File: config.mk
export PLATFORM = sky130hd
export DESIGN_NAME = axi2wb_write_bridge
export DESIGN_NICKNAME = d
export VERILOG_FILES = /design/src/axi2wb_pkg.sv /design/src/axi_skid_buffer.sv /design/src/burst_decode.sv /design/src/wb_write_issue.sv /design/src/bresp_return.sv /design/src/axi2wb_write_bridge.sv
export SDC_FILE = /design/constraint.sdc
export NUM_CORES = 1
export LEC_CHECK = 0
export ABC_AREA = 1
export BUFFER_PORTS_ARGS = -buffer_cell sky130_fd_sc_hd__buf_2
export CAP_MARGIN = 20
export CELL_PAD_IN_SITES_DETAIL_PLACEMENT = 1
export CELL_PAD_IN_SITES_GLOBAL_PLACEMENT = 1
export CORE_ASPECT_RATIO = 0.9
export CORE_UTILIZATION = 35
export DETAILED_ROUTE_END_ITERATION = 6
export PLACE_DENSITY = 0.66
export SLEW_MARGIN = 10
export SYNTH_ARGS = -nofsm -noshare
export SYNTH_HDL_FRONTEND = slang
export SYNTH_SLANG_ARGS = --single-unit
File: constraint.sdc
create_clock -name S_AXI_ACLK -period 4 [get_ports S_AXI_ACLK]
set_clock_uncertainty 0.2 [all_clocks]
set_input_delay 0.4 -clock S_AXI_ACLK [delete_from_list [all_inputs] [get_ports S_AXI_ACLK]]
set_output_delay 0.4 -clock S_AXI_ACLK [all_outputs]
set_load 0.03 [all_outputs]
File: src/axi2wb_pkg.sv
package axi2wb_pkg;

	//////////////////////////////////////////////////
	// bus widths
	//////////////////////////////////////////////////

	// axi id, byte address and data
	localparam int ID_WIDTH = 6;
	localparam int ADDR_WIDTH = 28;
	localparam int DATA_WIDTH = 32;
	localparam int STRB_WIDTH = DATA_WIDTH / 8;

	// byte offset bits, not carried on wishbone
	localparam int ADDR_LSBS = 2;
	localparam int WB_ADDR_WIDTH = ADDR_WIDTH - ADDR_LSBS;

	// b channel response codes
	localparam logic [1:0] RESP_OKAY = 2'b00;
	localparam logic [1:0] RESP_SLVERR = 2'b10;

	//////////////////////////////////////////////////
	// channel payloads
	//////////////////////////////////////////////////

	// aw channel, one per burst
	typedef struct packed {
		logic [ID_WIDTH-1:0]   id;
		logic [ADDR_WIDTH-1:0] addr;
		logic [7:0]            len;
	} aw_req_t;

	// w channel, one per beat
	typedef struct packed {
		logic [DATA_WIDTH-1:0] data;
		logic [STRB_WIDTH-1:0] strb;
		logic                  last;
	} w_beat_t;

	// wishbone write request, word addressed
	typedef struct packed {
		logic [WB_ADDR_WIDTH-1:0] addr;
		logic [DATA_WIDTH-1:0]    data;
		logic [STRB_WIDTH-1:0]    sel;
	} wb_req_t;

	// b channel, one per burst
	typedef struct packed {
		logic [ID_WIDTH-1:0] id;
		logic [1:0]          resp;
	} b_resp_t;

endpackage

File: src/axi_skid_buffer.sv
`timescale 1ns/1ps

module axi_skid_buffer #(
	parameter type payload_t = logic [7:0]
) (
	input  logic     S_AXI_ACLK,
	input  logic     S_AXI_ARESETN,
	// upstream side
	input  logic     i_valid,
	output logic     o_ready,
	input  payload_t i_data,
	// downstream side
	output logic     o_valid,
	input  logic     i_ready,
	output payload_t o_data
);

	// holding register, one entry
	payload_t r_data;

	//////////////////////////////////////////////////
	// ready, doubles as the "buffer empty" flag
	//////////////////////////////////////////////////

	// high out of reset
	// drops once an item is parked, rises when it drains
	always_ff @(posedge S_AXI_ACLK)
	begin
		if (!S_AXI_ARESETN)
		begin
			o_ready <= 1'b1;
		end
		else if (i_valid && o_ready && !i_ready)
		begin
			// downstream stalled, park the incoming item
			o_ready <= 1'b0;
		end
		else if (i_ready)
		begin
			o_ready <= 1'b1;
		end
	end

	// capture whenever empty
	// only kept when ready falls
	always_ff @(posedge S_AXI_ACLK)
	begin
		if (o_ready)
		begin
			r_data <= i_data;
		end
	end

	//////////////////////////////////////////////////
	// output side
	//////////////////////////////////////////////////

	// empty: pass straight through
	// full: present the parked item first
	assign o_valid = i_valid || !o_ready;
	assign o_data = o_ready ? i_data : r_data;

endmodule

File: src/burst_decode.sv
`timescale 1ns/1ps

module burst_decode (
	input  logic                                S_AXI_ACLK,
	input  logic                                S_AXI_ARESETN,
	// aw from skid buffer
	input  logic                                i_aw_valid,
	output logic                                o_aw_ready,
	input  axi2wb_pkg::aw_req_t                 i_aw,
	// w from skid buffer
	input  logic                                i_w_valid,
	output logic                                o_w_ready,
	input  axi2wb_pkg::w_beat_t                 i_w,
	// issue stage handshake
	input  logic                                i_beat_ready,
	input  logic                                i_b_taken,
	output logic                                o_beat_stb,
	output logic                                o_beat_last,
	output axi2wb_pkg::wb_req_t                 o_beat,
	// id of the active burst
	output logic [axi2wb_pkg::ID_WIDTH-1:0]     o_id
);

	import axi2wb_pkg::*;

	// active burst state
	logic                     r_active;
	logic                     r_all_sent;
	logic [WB_ADDR_WIDTH-1:0] r_addr;
	logic [7:0]               r_count;
	logic [ID_WIDTH-1:0]      r_id;

	logic aw_take;

	//////////////////////////////////////////////////
	// handshakes
	//////////////////////////////////////////////////

	// one burst at a time, idle until b is taken
	assign o_aw_ready = !r_active;
	assign aw_take = i_aw_valid && o_aw_ready;

	// beats only while the burst still owes data
	assign o_w_ready = r_active && !r_all_sent && i_beat_ready;
	assign o_beat_stb = i_w_valid && o_w_ready;

	// last from own count, wlast ignored
	assign o_beat_last = (r_count == 8'd0);

	always_comb
	begin
		o_beat.addr = r_addr;
		o_beat.data = i_w.data;
		o_beat.sel = i_w.strb;
	end

	assign o_id = r_id;

	//////////////////////////////////////////////////
	// control state
	//////////////////////////////////////////////////

	always_ff @(posedge S_AXI_ACLK)
	begin
		if (!S_AXI_ARESETN)
		begin
			r_active <= 1'b0;
			r_all_sent <= 1'b0;
		end
		else if (aw_take)
		begin
			r_active <= 1'b1;
			r_all_sent <= 1'b0;
		end
		else if (i_b_taken)
		begin
			// response accepted, free for next aw
			r_active <= 1'b0;
			r_all_sent <= 1'b0;
		end
		else if (o_beat_stb && o_beat_last)
		begin
			r_all_sent <= 1'b1;
		end
	end

	// address and count, incr only
	always_ff @(posedge S_AXI_ACLK)
	begin
		if (aw_take)
		begin
			r_addr <= i_aw.addr[ADDR_WIDTH-1:ADDR_LSBS];
			r_count <= i_aw.len;
			r_id <= i_aw.id;
		end
		else if (o_beat_stb)
		begin
			// one word per beat
			r_addr <= r_addr + 1'b1;
			r_count <= r_count - 8'd1;
		end
	end

endmodule

File: src/wb_write_issue.sv
`timescale 1ns/1ps

module wb_write_issue #(
	parameter bit OPT_SWAP_ENDIANNESS = 1'b1
) (
	input  logic                S_AXI_ACLK,
	input  logic                S_AXI_ARESETN,
	// beats from the decoder
	input  logic                i_beat_stb,
	input  logic                i_beat_last,
	input  axi2wb_pkg::wb_req_t i_beat,
	output logic                o_beat_ready,
	// wishbone master side
	output logic                o_wb_cyc,
	output logic                o_wb_stb,
	output axi2wb_pkg::wb_req_t o_wb_req,
	input  logic                i_wb_stall,
	input  logic                i_wb_ack,
	input  logic                i_wb_err,
	// burst completion
	output logic                o_done_stb,
	output logic                o_done_err
);

	import axi2wb_pkg::*;

	wb_req_t    swapped;
	logic [8:0] r_pending;
	logic       r_last_issued;
	logic       r_err;
	logic       err_now;
	logic       err_any;
	logic       issue;
	logic       ack_dec;
	logic       final_ack;
	logic       done_next;

	//////////////////////////////////////////////////
	// byte lane swap
	//////////////////////////////////////////////////

	always_comb
	begin
		swapped = i_beat;
		if (OPT_SWAP_ENDIANNESS)
		begin
			for (int k = 0; k < STRB_WIDTH; k++)
			begin
				swapped.data[k*8 +: 8] = i_beat.data[(STRB_WIDTH-1-k)*8 +: 8];
				swapped.sel[k] = i_beat.sel[STRB_WIDTH-1-k];
			end
		end
	end

	//////////////////////////////////////////////////
	// strobes for this cycle
	//////////////////////////////////////////////////

	// held request blocks the decoder
	assign o_beat_ready = !(o_wb_stb && i_wb_stall);

	assign err_now = o_wb_cyc && i_wb_err;
	assign err_any = r_err || err_now;
	// beats after an error are swallowed
	assign issue = i_beat_stb && !err_any;
	assign ack_dec = o_wb_cyc && i_wb_ack;
	assign final_ack = ack_dec && r_last_issued && (r_pending == 9'd1);

	// normal end, error after the last beat, or last beat after an error
	assign done_next = (final_ack && !err_any)
		|| (err_now && r_last_issued)
		|| (i_beat_stb && i_beat_last && err_any);

	//////////////////////////////////////////////////
	// wishbone cycle
	//////////////////////////////////////////////////

	always_ff @(posedge S_AXI_ACLK)
	begin
		if (!S_AXI_ARESETN || err_now)
		begin
			// error drops the whole cycle
			o_wb_cyc <= 1'b0;
			o_wb_stb <= 1'b0;
		end
		else
		begin
			if (!o_wb_stb || !i_wb_stall)
			begin
				o_wb_stb <= issue;
			end
			if (issue)
			begin
				o_wb_cyc <= 1'b1;
			end
			else if (final_ack)
			begin
				o_wb_cyc <= 1'b0;
			end
		end
	end

	// issue only happens when not stalled
	always_ff @(posedge S_AXI_ACLK)
	begin
		if (issue)
		begin
			o_wb_req <= swapped;
		end
	end

	//////////////////////////////////////////////////
	// ack counting and completion
	//////////////////////////////////////////////////

	always_ff @(posedge S_AXI_ACLK)
	begin
		if (!S_AXI_ARESETN || err_now || done_next)
		begin
			r_pending <= 9'd0;
		end
		else
		begin
			case ({issue, ack_dec})
			2'b10: r_pending <= r_pending + 9'd1;
			2'b01: r_pending <= r_pending - 9'd1;
			default: r_pending <= r_pending;
			endcase
		end
	end

	// error and last flags live until completion
	always_ff @(posedge S_AXI_ACLK)
	begin
		if (!S_AXI_ARESETN || done_next)
		begin
			r_err <= 1'b0;
			r_last_issued <= 1'b0;
		end
		else
		begin
			if (err_now)
			begin
				r_err <= 1'b1;
			end
			if (i_beat_stb && i_beat_last)
			begin
				r_last_issued <= 1'b1;
			end
		end
	end

	always_ff @(posedge S_AXI_ACLK)
	begin
		if (!S_AXI_ARESETN)
		begin
			o_done_stb <= 1'b0;
		end
		else
		begin
			o_done_stb <= done_next;
		end
	end

	// only looked at with o_done_stb
	always_ff @(posedge S_AXI_ACLK)
	begin
		o_done_err <= err_any;
	end

endmodule

File: src/bresp_return.sv
`timescale 1ns/1ps

module bresp_return (
	input  logic                            S_AXI_ACLK,
	input  logic                            S_AXI_ARESETN,
	// completion from the issue stage
	input  logic                            i_done_stb,
	input  logic                            i_done_err,
	input  logic [axi2wb_pkg::ID_WIDTH-1:0] i_id,
	// axi b channel
	output logic                            o_bvalid,
	input  logic                            i_bready,
	output axi2wb_pkg::b_resp_t             o_b,
	// tells the decoder the burst is closed
	output logic                            o_b_taken
);

	import axi2wb_pkg::*;

	//////////////////////////////////////////////////
	// response register
	//////////////////////////////////////////////////

	// valid, held until the master takes it
	always_ff @(posedge S_AXI_ACLK)
	begin
		if (!S_AXI_ARESETN)
		begin
			o_bvalid <= 1'b0;
		end
		else if (i_done_stb)
		begin
			o_bvalid <= 1'b1;
		end
		else if (i_bready)
		begin
			o_bvalid <= 1'b0;
		end
	end

	// id and code latched with the strobe
	always_ff @(posedge S_AXI_ACLK)
	begin
		if (i_done_stb)
		begin
			o_b.id <= i_id;
			o_b.resp <= i_done_err ? RESP_SLVERR : RESP_OKAY;
		end
	end

	// handshake strobe
	assign o_b_taken = o_bvalid && i_bready;

endmodule

File: src/axi2wb_write_bridge.sv
`timescale 1ns/1ps

module axi2wb_write_bridge #(
	parameter bit OPT_SWAP_ENDIANNESS = 1'b1
) (
	input  logic                                 S_AXI_ACLK,
	input  logic                                 S_AXI_ARESETN,
	// aw channel
	input  logic                                 i_axi_awvalid,
	output logic                                 o_axi_awready,
	input  logic [axi2wb_pkg::ID_WIDTH-1:0]      i_axi_awid,
	input  logic [axi2wb_pkg::ADDR_WIDTH-1:0]    i_axi_awaddr,
	input  logic [7:0]                           i_axi_awlen,
	// w channel
	input  logic                                 i_axi_wvalid,
	output logic                                 o_axi_wready,
	input  logic [axi2wb_pkg::DATA_WIDTH-1:0]    i_axi_wdata,
	input  logic [axi2wb_pkg::STRB_WIDTH-1:0]    i_axi_wstrb,
	input  logic                                 i_axi_wlast,
	// b channel
	output logic                                 o_axi_bvalid,
	input  logic                                 i_axi_bready,
	output logic [axi2wb_pkg::ID_WIDTH-1:0]      o_axi_bid,
	output logic [1:0]                           o_axi_bresp,
	// wishbone
	output logic                                 o_wb_cyc,
	output logic                                 o_wb_stb,
	output logic [axi2wb_pkg::WB_ADDR_WIDTH-1:0] o_wb_addr,
	output logic [axi2wb_pkg::DATA_WIDTH-1:0]    o_wb_data,
	output logic [axi2wb_pkg::STRB_WIDTH-1:0]    o_wb_sel,
	input  logic                                 i_wb_stall,
	input  logic                                 i_wb_ack,
	input  logic                                 i_wb_err
);

	import axi2wb_pkg::*;

	aw_req_t             aw_in, aw_skid;
	w_beat_t             w_in, w_skid;
	logic                aw_skid_valid, aw_skid_ready;
	logic                w_skid_valid, w_skid_ready;
	logic                beat_stb, beat_last, beat_ready;
	wb_req_t             beat, wb_req;
	logic                done_stb, done_err, b_taken;
	logic [ID_WIDTH-1:0] burst_id;
	b_resp_t             b_out;

	// port packing
	assign aw_in = '{id: i_axi_awid, addr: i_axi_awaddr, len: i_axi_awlen};
	assign w_in = '{data: i_axi_wdata, strb: i_axi_wstrb, last: i_axi_wlast};

	//////////////////////////////////////////////////
	// input skid buffers
	//////////////////////////////////////////////////

	axi_skid_buffer #(.payload_t(aw_req_t)) i_aw_skid (
		.S_AXI_ACLK, .S_AXI_ARESETN,
		.i_valid(i_axi_awvalid), .o_ready(o_axi_awready), .i_data(aw_in),
		.o_valid(aw_skid_valid), .i_ready(aw_skid_ready), .o_data(aw_skid)
	);

	axi_skid_buffer #(.payload_t(w_beat_t)) i_w_skid (
		.S_AXI_ACLK, .S_AXI_ARESETN,
		.i_valid(i_axi_wvalid), .o_ready(o_axi_wready), .i_data(w_in),
		.o_valid(w_skid_valid), .i_ready(w_skid_ready), .o_data(w_skid)
	);

	//////////////////////////////////////////////////
	// decode, issue, respond
	//////////////////////////////////////////////////

	burst_decode i_burst_decode (
		.S_AXI_ACLK, .S_AXI_ARESETN,
		.i_aw_valid(aw_skid_valid), .o_aw_ready(aw_skid_ready), .i_aw(aw_skid),
		.i_w_valid(w_skid_valid), .o_w_ready(w_skid_ready), .i_w(w_skid),
		.i_beat_ready(beat_ready), .i_b_taken(b_taken),
		.o_beat_stb(beat_stb), .o_beat_last(beat_last), .o_beat(beat),
		.o_id(burst_id)
	);

	wb_write_issue #(.OPT_SWAP_ENDIANNESS(OPT_SWAP_ENDIANNESS)) i_wb_write_issue (
		.S_AXI_ACLK, .S_AXI_ARESETN,
		.i_beat_stb(beat_stb), .i_beat_last(beat_last), .i_beat(beat),
		.o_beat_ready(beat_ready),
		.o_wb_cyc, .o_wb_stb, .o_wb_req(wb_req),
		.i_wb_stall, .i_wb_ack, .i_wb_err,
		.o_done_stb(done_stb), .o_done_err(done_err)
	);

	bresp_return i_bresp_return (
		.S_AXI_ACLK, .S_AXI_ARESETN,
		.i_done_stb(done_stb), .i_done_err(done_err), .i_id(burst_id),
		.o_bvalid(o_axi_bvalid), .i_bready(i_axi_bready),
		.o_b(b_out), .o_b_taken(b_taken)
	);

	// port unpacking
	assign o_wb_addr = wb_req.addr;
	assign o_wb_data = wb_req.data;
	assign o_wb_sel = wb_req.sel;
	assign o_axi_bid = b_out.id;
	assign o_axi_bresp = b_out.resp;

endmodule

Word level (Yosys, flattened, before mapping)
Cells that the tools add are included.
Widths: inputs -> output; s select.
Operators by class
  reductions and logical operators: 46
  eq/ne operators: 4
  muxes and demuxes: 18
  $add $sub $neg: 4
  bitwise logic cells: 1
Operators by type and width (number)
  $mux 26: 2
  $mux 42: 1
  $mux 37: 1
  $add 26x1->26 const B: 1
  $logic_and 1x1->1: 19
  $pmux 9 s2: 1
  $mux 8: 2
  $reduce_bool 2->1: 6
  $logic_not 1->1: 10
  $mux 1: 10
  $add 9x1->9 const B: 1
  $eq 9x1->1 const B: 1
  $logic_or 1x1->1: 9
  $sub 9x1->9 const B: 1
  $logic_not 8->1: 1
  $sub 8x1->8 const B: 1
  $reduce_or 3->1: 1
  $eq 2x1->1 const B: 1
  $eq 2x2->1 const B: 1
  $mux 2: 1
  $ne 2x2->1 const B: 1
  $not 1->1: 1
Word-level totals
  input port bits: 87
  word-level logic and storage cells: 100
  bits in registers: 209
  output and inout port bits: 75

Depth between registers and ports, before layout
Gate-level depths: netlist of run 1.
  depth in word-level cells: 8
  gate-level depth with buffers: 14
  gate-level depth less buffers: 12

Hierarchy
A second synthesis of run 1 with hierarchy kept.
Second synthesis, totals
  cell total of the unflattened synthesis: 912
  area total of the unflattened synthesis: 8519.4 µm²
Modules (own cells, without submodules)
  burst_decode: area each 2796.4 µm², sequential area each 1241.2 µm², cells an instance 355, times used 1
  wb_write_issue: area each 2743.9 µm², sequential area each 2162.1 µm², cells an instance 194, times used 1
  axi_skid_buffer (i_aw_skid): area each 1445.1 µm², sequential area each 860.8 µm², cells an instance 184, times used 1
  axi_skid_buffer (i_w_skid): area each 1261.2 µm², sequential area each 760.7 µm², cells an instance 162, times used 1
  bresp_return: area each 272.8 µm², sequential area each 230.2 µm², cells an instance 17, times used 1

Worst setup path before layout of run 1
No wires, ideal clock.
  path type: register -> register
  start: reg i_w_skid.o_ready
  end: reg i_burst_decode.r_addr[0], enable pin
  path slack: 0.155 ns
  arrival: 3.172 ns
  required time: 3.328 ns
  stages on the path, launching flop included: 5
  library setup time: 0.472 ns
  period minus slack after synthesis: 3.845 ns
  path buffers: 1
  cells stage by stage: dfxtp_1 > buf_4 > inv_4 > nor2_4 > o21ai_0
Between the ends
  cells in the longest elaborated chain, start to end: 4
RTL lines
  from (decl): line axi_skid_buffer.sv:10  | output logic o_ready,
  from (signal assigned): line axi_skid_buffer.sv:31  | o_ready <= 1'b1;
  from (signal assigned): line axi_skid_buffer.sv:36  | o_ready <= 1'b0;
  from (signal assigned): line axi_skid_buffer.sv:40  | o_ready <= 1'b1;
  $logic_not 1->1: line axi_skid_buffer.sv:60  | assign o_valid = i_valid || !o_ready;
  $logic_or 1x1->1: line axi_skid_buffer.sv:60
  $logic_and 1x1->1: line burst_decode.sv:45  | assign o_beat_stb = i_w_valid && o_w_ready;
  $reduce_bool 2->1 (no source line)
  to (signal assigned): line burst_decode.sv:92  | r_addr <= i_aw.addr[ADDR_WIDTH-1:ADDR_LSBS];
  to (signal assigned): line burst_decode.sv:99  | r_addr <= r_addr + 1'b1;
  to (decl): line burst_decode.sv:29  | logic [WB_ADDR_WIDTH-1:0] r_addr;
Every way passes these cells.
A chain may end at the register's enable or synchronous reset.

Final worst setup path of run 1
  start: reg i_w_skid.o_ready
  end: reg i_wb_write_issue.r_pending[7]
Between the ends
  cells in the longest elaborated chain, start to end: 7
  elaborated cells between the ends (all ways): 12
  those cells by class: eq/ne (2); mux (1); reduce/logical (9)
RTL lines
  $logic_not 1->1 *: line axi_skid_buffer.sv:60
  $logic_or 1x1->1 *: line axi_skid_buffer.sv:60
  $logic_and 1x1->1 *: line burst_decode.sv:45
  parallel branches: the longest is 4 deep, another holds $pmux 9 s2
  to (signal assigned): line wb_write_issue.sv:125  | 2'b10: r_pending <= r_pending + 9'd1;
  to (signal assigned): line wb_write_issue.sv:126  | 2'b01: r_pending <= r_pending - 9'd1;
  to (signal assigned): line wb_write_issue.sv:127  | default: r_pending <= r_pending;
  to (decl): line wb_write_issue.sv:28  | logic [8:0] r_pending;
Mark *: on every way between the ends.

==> results.toml, run 1 <==
[logic_synthesis]
ys_async_sr_fraction = 0
yosys_warnings = 0
yosys.cell_count.top_type = "nand2_1"
ys_top_cells_by_count = "nand2_1 (305), edfxtp_1 (109), dfxtp_1 (96)"
synth.net_count = 885
synth_edf_count = 109
yosys_register_bits = 205
synth.area.top_cells = "edfxtp_1 (41%), dfxtp_1 (24%), nand2_1 (14%), mux2_2 (5.6%), nor2_1 (3.0%)"
seq_area_frac_synth = 0.647
synth.distinct_cells = 27
syn_area_sq_um = 8030
syn_area_per_cell_sq_um = 10.2
synthCells = 791
yosys.area.top_type_share = 0.408
synth_top_area_cell = "edfxtp_1"
synthFlopType = "edfxtp_1"

[sta]
max_freq_ghz = 0.381
period_needed_ns = 2.63
rsz0062_at_grt = "false"
tns_ns = 0
finalCritPeriodShare = 0.657
worst_pin_slew_ns = 0.850
drv_slew = 0
hold_violations = 0
setup_viol = 0
relSlewSlack = 0.433

[floorplan]
die_area_sq_um = 23600
die_h_um = 146
ios = 162
core_area_sq_um = 22500
num_rows = 52
die_w_um = 162
start_util = 0.357

[placed_design]
post_dp_cell_area_sq_um = 9140
place_congestion = 0.799
port_buffers = 157
placed_cells = 1229
post-dp-hpwl_um = 12900

[worst_setup_path]
cp_max_fo = 37
r2r_start = "i_w_skid.o_ready"
cp_slowest_cell = "ha_1"
worst-path-buf-inv = 2
end_kind = "flip-flop"
r2r_end = "i_wb_write_issue.r_pending[7]"
start_kind = "flip-flop"
cp.arrival_ns = 2.81
cp_slowest_stage_delay_ns = 0.41
crit_type = "flip-flop to flip-flop"
crit_required_ns = 4.19
reg2regPathDepth = 11
reg2reg_setup_slack_ns = 1.37
crit_top_cell = "nand2_1"
path_delay_family = "simple AND/OR/NAND/NOR gates"
path_cells = "inv_4 -> nor2_4 -> nor2_2 -> nand2_1 -> ha_1 -> clkinv_1 -> nand2_1 -> o21a_1 -> nand4_1 -> nand2_1 -> nor2_1"

[detailed_routing]
antenna_left = 0
drt-wirelength-per-cell_um = 14.6
vias = 6033
dr.first_iter.drc_count = 288
wl_met2_um = 8810
routed_wl_um = 19700
drt-met1-wl_um = 9520
met3_length_um = 1000
routed.top_layer = "met4"
first_pass_iters = 4
vias_per_cell = 4.47
route.detailed.drc = 0

[global_routing]
grt_util_all_layers = 0.171
gr-total-overflow = 0
antenna_found_initial = 0
grt_max_degree = 63
grt_first_pass_wirelength_um = 32200
grt_pass1_vias = 6343

[cells_and_area]
area_growth_pct = 32.2
post-route-util = 0.472
insertedDiodeCount = 0
fin_nets = 1130
drive_gt1_frac = 0.240
design_area_sq_um = 10600
stdcell_count = 1349

[clock_network]
clk_pin_slew_ns = 0.06
post_cts_resized = 0
cts_buffer_depth = 3
cts_buffers = 23
clock_latency_ns = 0.50
cts_max_level = 1
clock-root-buffer = "clkbuf_16"
clock_sinks = 205
cts_tree = "yes"

[pwr]
power.leakage_nw = 4.63
pwr_density_cell_nw_per_um2 = 491
power_mw = 5.21
ir_worst_vdd_uv = 265

[worst_hold_path]
min_from = "i_axi_bready"
hold_path.class = "input port to flip-flop"
holdPathStages = 4
min_to = "i_burst_decode.r_active"

[run]
drv_cap = 0

[status]
status = "finished, final reports clean"
-- cell families (layout without fill, tap and decap cells) --
family                   Yosys count  count (layout)  share of synthesized area
AND/OR/NAND/NOR                  420             420                      0.209
other                              1               1                   0.000467
XOR/XNOR                          22              22                     0.0240
adder cells (fa/ha/maj)            7               7                     0.0109
multiplexers                      40              40                     0.0561
flip-flops                       205             205                      0.647
buffers and inverters             68             329                     0.0352
AO/OA/AOI/OAI                     28              28                     0.0179
-- layout make-up --
class	instances	area, sq um
Fill cell	2553	11900
Sequential cell	205	5200
Multi-Input combinational cell	518	2560
Timing Repair Buffer	241	1630
Clock buffer	23	576
Tap cell	297	372
Inverter	47	179
Clock inverter	18	115
-- state kept, by name (all words and copies together) (netlist names), 6 cells and up --
name and count:
i_wb_write_issue.o_wb_req 62, i_burst_decode.r_addr 26, i_w_skid.r_data 36, i_burst_decode.o_id 6, i_burst_decode.r_count 8, i_wb_write_issue.r_pending 9
i_aw_skid.r_data 40, i_bresp_return.o_b 7
-- report_power, final --
group / total [mW] / switching [mW] / leakage, nW / internal, mW
Clock: 1.93 / 0.822 / 0.330 / 1.11
Sequential: 2.58 / 0.114 / 1.84 / 2.47
Combinational: 0.700 / 0.438 / 2.46 / 0.262
Total: 5.21 / 1.37 / 4.63 / 3.84
-- worst min-delay path, stage by stage --
cell,delay [ns]
buf_2,0.10
nand2_1,0.07
nand2_1,0.06
a21oi_1,0.06
-- stage by stage --
stage	setup WS [ns]	hold slack [ns]
2_1_floorplan	0.155	0.186
3_3_place_gp	1.40	0.195
3_5_place_dp	1.34	0.206
4_1_cts	1.32	0.00459
5_1_grt	1.11	0.0432
6_report	1.37	0.0336
-- per-layer routing --
layer	vias to the layer above	global-route usage
li1	3052	-
met1	2823	0.233
met2	134	0.277
met3	24	0.0356
met4	0	0.0429
met5	-	0
-- layout by cell type, fill, tap and decap left out, types with 5 or more instances in the layout --
master | synthesis | layout
xor2_1 | 12 | 12
xnor2_1 | 10 | 10
clkinv_1 | 1 | 9
nor2_2 | 5 | 5
clkbuf_16 | 0 | 23
dfxtp_1 | 96 | 95
nand3_1 | 31 | 31
a21oi_1 | 9 | 9
buf_2 | 10 | 157
inv_1 | 44 | 43
mux2_2 | 40 | 40
clkinv_2 | 0 | 5
nand2_1 | 305 | 305
o21ai_0 | 17 | 16
nand2_2 | 6 | 6
edfxtp_1 | 109 | 109
ha_1 | 7 | 7
dlygate4sd3_1 | 0 | 79
nor2_1 | 65 | 65
-- worst max-delay path by stage --
stage / depth (start not counted) / to / from / slack, ns
finish: 11 / i_wb_write_issue.r_pending[7] / i_w_skid.o_ready / 1.37
CTS: 12 / i_wb_write_issue.r_pending[7] / i_w_skid.o_ready / 1.32
floorplan: 4 / i_burst_decode.r_addr[0] / i_w_skid.o_ready / 0.16
global placement: 11 / i_wb_write_issue.r_pending[7] / i_w_skid.o_ready / 1.40
detailed placement: 12 / i_wb_write_issue.r_pending[7] / i_w_skid.o_ready / 1.34
global route: 12 / i_wb_write_issue.r_pending[7] / i_w_skid.o_ready / 1.11
-- timing repair --
item,in CTS,in global routing
hold endpoints to repair,108,0
hold buffers,79,0
setup buffers,0,0
Note: power is estimated with default switching activity, not from simulation.
==> run 2, diff against run 1 <==
--- a/config.mk
+++ b/config.mk
@@ -13,7 +13,7 @@
 export CORE_ASPECT_RATIO = 0.9
 export CORE_UTILIZATION = 35
 export DETAILED_ROUTE_END_ITERATION = 6
-export PLACE_DENSITY = 0.66
+export PLACE_DENSITY = 0.69
 export SLEW_MARGIN = 10
 export SYNTH_ARGS = -nofsm -noshare
 export SYNTH_HDL_FRONTEND = slang
==> constraint.sdc (replaced) <==
create_clock -name S_AXI_ACLK -period 2.2 [get_ports S_AXI_ACLK]
set_clock_uncertainty 0.2 [all_clocks]
set_input_delay 0.22 -clock S_AXI_ACLK [delete_from_list [all_inputs] [get_ports S_AXI_ACLK]]
set_output_delay 0.22 -clock S_AXI_ACLK [all_outputs]
set_load 0.03 [all_outputs]
==> results.toml, run 2 (synthesis gave the netlist of run 1 again) <==
[worst_setup_path]
end_kind = "flip-flop"
crit_required_ns = 2.40
start_kind = "input port"
crit_type = "input port to flip-flop"
reg2regPathDepth = 11
cp.arrival_ns = 2.25
cp_max_fo = 9

[clock_network]
clk_pin_slew_ns = 0.06
clock_latency_ns = 0.52
cts_buffers = 23
cts_tree = "yes"
cts_max_level = 1
clock_sinks = 205
clock-root-buffer = "clkbuf_16"
cts_buffer_depth = 3

[floorplan]
core_area_sq_um = 22500
num_rows = 52
die_w_um = 162
start_util = 0.357
die_area_sq_um = 23600
die_h_um = 146
ios = 162

[detailed_routing]
first_pass_iters = 4
drt-wirelength-per-cell_um = 15.4
routed_wl_um = 21000
vias_per_cell = 4.58
vias = 6245
dr.first_iter.drc_count = 238
route.detailed.drc = 0
antenna_left = 0

[cells_and_area]
reg_top3 = "i_wb_write_issue.o_wb_req (62), i_aw_skid.r_data (40), i_w_skid.r_data (36)"
largest_register_ffs = 62
largest-register = "i_wb_write_issue.o_wb_req"
drive_gt1_frac = 0.250
insertedDiodeCount = 0
final_cell_mix = "nand2_1 (303), buf_2 (157), edfxtp_1 (109), dfxtp_1 (92), dlygate4sd3_1 (84)"
area_growth_pct = 35.2
layout_commonest_cell = "nand2_1"
design_area_sq_um = 10900
fin_nets = 1145

[global_routing]
antenna_found_initial = 0
grt_pass1_vias = 6634
grt_first_pass_wirelength_um = 33800
grt_max_degree = 50
grt_util_all_layers = 0.181
gr-total-overflow = 0

[placed_design]
post-dp-hpwl_um = 13600
place_congestion = 0.808
port_buffers = 157
post_dp_cell_area_sq_um = 9270

[worst_hold_path]
holdPathStages = 0
hold_path.class = "flip-flop to flip-flop"

[status]
status = "finished, final reports clean"

[run]
drv_cap = 0

[sta]
tns_ns = 0
setup_viol = 0
max_freq_ghz = 0.488
drv_slew = 0
period_needed_ns = 2.05
finalCritPeriodShare = 0.932
hold_violations = 0

[pwr]
power.leakage_nw = 4.72
pwr_density_cell_nw_per_um2 = 899
ir_worst_vdd_uv = 450
==> run 2: cell count changes in the layout (fill, tap and decap cells not counted), sizes merged <==
cell,before,now
buf,162,171
clkbuf,23,30
clkinv,14,7
dlygate4sd3,79,84
bufinv,1,2
==> run 2: what timing repair did <==
action | CTS | global route
gates resized for setup | 0 | 5
setup endpoints to repair | 0 | 9
hold buffers | 84 | 0
endpoints found under the hold margin | 162 | 0
setup buffers | 0 | 1
==> run 2: area by class of cell <==
type / instances / area [sq um]
multi-input combinational: 518 / 2580
timing repair buffer: 255 / 1790
clock buffer: 30 / 602
clock inverter: 11 / 116
timing repair inverter: 1 / 5.00
fill: 2585 / 11700
inverter: 47 / 189
sequential: 205 / 5200
tap: 297 / 372
==> run 2: final timing paths <==
check | start | endpoint | slack, ns
max | i_wb_stall | i_wb_write_issue.r_pending[4] | 0.15
min | i_wb_write_issue.o_done_err | i_bresp_return.o_b[1] | 0.22
max reg2reg | i_wb_write_issue.o_wb_cyc | i_wb_write_issue.r_pending[7] | 0.19
min reg2reg | i_wb_write_issue.o_done_err | i_bresp_return.o_b[1] | 0.22
==> run 2: stage by stage <==
stage	hold WS (ns)	power, mW	std cells	setup slack [ns]	utilization
3_5_place_dp	0.206	6.02	1237	0.0377	0.412
4_1_cts	0.222	9.90	1362	0.0374	0.481
2_1_floorplan	0.105	5.54	791	-0.133	-
5_1_grt	0.228	10.2	1364	-0.00435	0.482
6_report	0.216	9.76	1364	0.150	0.482
3_3_place_gp	0.203	5.97	1237	0.126	0.412
==> run 2: layer usage <==
metal  vias to the layer above  wire, um  global-route usage
li1                       3086         -                   -
met1                      2971      9630               0.241
met2                       170      9820               0.306
met3                        18      1270              0.0331
met4                         0       262              0.0396
met5                         -         0                   0
==> run 2: worst max-delay path: stages <==
cell           delay [ns]
dlygate4sd3_1        0.53
buf_2                0.12
nand2_1              0.09
nand3_1              0.12
nor2_2               0.16
dlygate4sd3_1        0.57
nand2_1              0.07
nand2_1              0.08
nand2_2              0.09
nand2_4              0.14
nor2_1               0.06
==> run 2: report_power, final <==
part | switching (mW) | total [mW] | leakage, nW | internal [mW]
Combinational | 0.828 | 1.35 | 2.54 | 0.521
Sequential | 0.219 | 4.71 | 1.84 | 4.49
Clock | 1.54 | 3.71 | 0.346 | 2.17
==> run 3, diff against run 2 <==
--- a/config.mk
+++ b/config.mk
@@ -14,6 +14,7 @@
 export CORE_UTILIZATION = 35
 export DETAILED_ROUTE_END_ITERATION = 6
 export PLACE_DENSITY = 0.69
+export RECOVER_POWER = 25
 export SLEW_MARGIN = 10
 export SYNTH_ARGS = -nofsm -noshare
 export SYNTH_HDL_FRONTEND = slang
==> results.toml, run 3 (synthesis gave the netlist of run 1 again) <==
[placed_design]
post-dp-hpwl_um = 13600
place_ws_ns = 0.0377
place_congestion = 0.808
port_buffers = 157

[worst_setup_path]
r2r_start = "i_w_skid.o_ready"
end_kind = "flip-flop"
start_kind = "input port"
cp-startpoint = "i_wb_stall"
r2r_end = "i_wb_write_issue.r_pending[7]"
crit_type = "input port to flip-flop"
cp_max_fo = 9
reg2reg_setup_slack_ns = 0.15
reg2regPathDepth = 11
crit_path_end = "i_wb_write_issue.r_pending[4]"
crit_required_ns = 2.40
cp.arrival_ns = 2.25

[global_routing]
grt_util_all_layers = 0.181
gr-total-overflow = 0
grt_max_degree = 50
antenna_found_initial = 0
grt_first_pass_wirelength_um = 33800
grt_pass1_vias = 6634

[pwr]
power.leakage_nw = 4.72
power_mw = 9.76
combPwrFrac = 0.138
pwr_density_cell_nw_per_um2 = 900
ir_worst_vdd_uv = 450
swShare = 0.265
power.share.clock = 0.380
seqPwrFrac = 0.482
internal-power_mw = 7.18
power_switching_mw = 2.58

[cells_and_area]
insertedDiodeCount = 0
final_cell_mix = "nand2_1 (303), buf_2 (157), edfxtp_1 (109), dfxtp_1 (94), dlygate4sd3_1 (84)"
post-route-util = 0.482
drive_gt1_frac = 0.246
fin_nets = 1145
largest-register = "i_wb_write_issue.o_wb_req"
layout_commonest_cell = "nand2_1"
largest_register_ffs = 62
fillers = 2586
area_growth_pct = 35.1
reg_top3 = "i_wb_write_issue.o_wb_req (62), i_aw_skid.r_data (40), i_w_skid.r_data (36)"

[detailed_routing]
first_pass_iters = 4
met3_length_um = 1170
routed.top_layer = "met4"
vias_per_cell = 4.59
wl_met2_um = 9880
route.detailed.drc = 0
drt-wirelength-per-cell_um = 15.4
dr.first_iter.drc_count = 248
routed_wl_um = 21000
antenna_left = 0
vias = 6254
drt-met1-wl_um = 9700

[clock_network]
clk_pin_slew_ns = 0.06
cts_buffer_depth = 3
cts_buffers = 23
cts_max_level = 1
clock-root-buffer = "clkbuf_16"
clock_latency_ns = 0.52
cts_tree = "yes"
clock_sinks = 205

[floorplan]
die_h_um = 146
die_w_um = 162
start_util = 0.357
core_area_sq_um = 22500
num_rows = 52
die_area_sq_um = 23600
ios = 162

[sta]
hold_violations = 0
relSlewSlack = 0.442
max_freq_ghz = 0.488
drv_slew = 0
rsz0062_at_grt = "false"
finalCritPeriodShare = 0.931
period_needed_ns = 2.05
holdWs_ns = 0.216
worst_pin_slew_ns = 0.837
finalWorstSetupSlack_ns = 0.152
setup_viol = 0

[worst_hold_path]
hold_path.class = "flip-flop to flip-flop"

[status]
status = "finished, final reports clean"

[run]
drv_cap = 0
## run 3: power by group through the flow
| stage | sequential [mW] | clock [mW] | combinational [mW] |
|---|---|---|---|
| final | 4.71 | 3.71 | 1.35 |
| after global routing | 4.75 | 3.97 | 1.50 |
| after CTS | 4.71 | 3.83 | 1.36 |
| after detailed placement | 4.79 | 0 | 1.23 |
| after global placement | 4.77 | 0 | 1.20 |
| after floorplan | 4.89 | 0 | 0.650 |
## run 3: worst min-delay path by stage
| stage | startpoint | end | slack [ns] | depth (start not counted) |
|---|---|---|---|---|
| 2_1_floorplan | S_AXI_ARESETN | i_aw_skid.o_ready | 0.10 | 1 |
| 3_3_place_gp | i_burst_decode.o_id[1] | i_bresp_return.o_b[3] | 0.20 | 0 |
| 3_5_place_dp | i_wb_write_issue.o_done_err | i_bresp_return.o_b[1] | 0.21 | 0 |
| 4_1_cts | i_burst_decode.o_id[1] | i_bresp_return.o_b[3] | 0.22 | 0 |
| 5_1_grt | i_burst_decode.o_id[5] | i_bresp_return.o_b[7] | 0.23 | 0 |
| 6_report | i_wb_write_issue.o_done_err | i_bresp_return.o_b[1] | 0.22 | 0 |
## run 3: what timing repair did
| action | in CTS | in global routing |
|---|---|---|
| hold buffers | 84 | 0 |
| hold endpoints to repair | 162 | 0 |
| setup buffers | 0 | 1 |
| endpoints found under the setup margin | 0 | 9 |
| resized for setup | 0 | 5 |
## run 3: metal layers
metal	track usage	vias to the layer above
met5	0	-
met4	0.0396	0
met3	0.0331	18
met2	0.306	156
met1	0.241	2998
li1	-	3082
## run 3: per-stage QoR
step / setup TNS (ns) / std cells / instance area (sq um)
after floorplan: -8.24 / 791 / 8050
after global placement: 0 / 1237 / 9270
after detailed placement: 0 / 1237 / 9270
after CTS: 0 / 1362 / 10800
after global routing: 0 / 1364 / 10800
final: 0 / 1364 / 10800
## run 3: cell type report
type                            count  area [sq um]  area share
Sequential cell                   205          5200       0.479
Tap cell                          297           372      0.0343
Clock inverter                     11           116      0.0107
Timing Repair inverter              1          5.00    0.000461
Inverter                           47           189      0.0174
Multi-Input combinational cell    518          2580       0.238
Timing Repair Buffer              255          1790       0.165
Clock buffer                       30           602      0.0555
## run 3: worst max-delay path, stage by stage
cell           delay, ns
dlygate4sd3_1       0.53
buf_2               0.12
nand2_1             0.09
nand3_1             0.12
nor2_2              0.16
dlygate4sd3_1       0.57
nand2_1             0.07
nand2_1             0.08
nand2_2             0.09
nand2_4             0.14
nor2_1              0.06
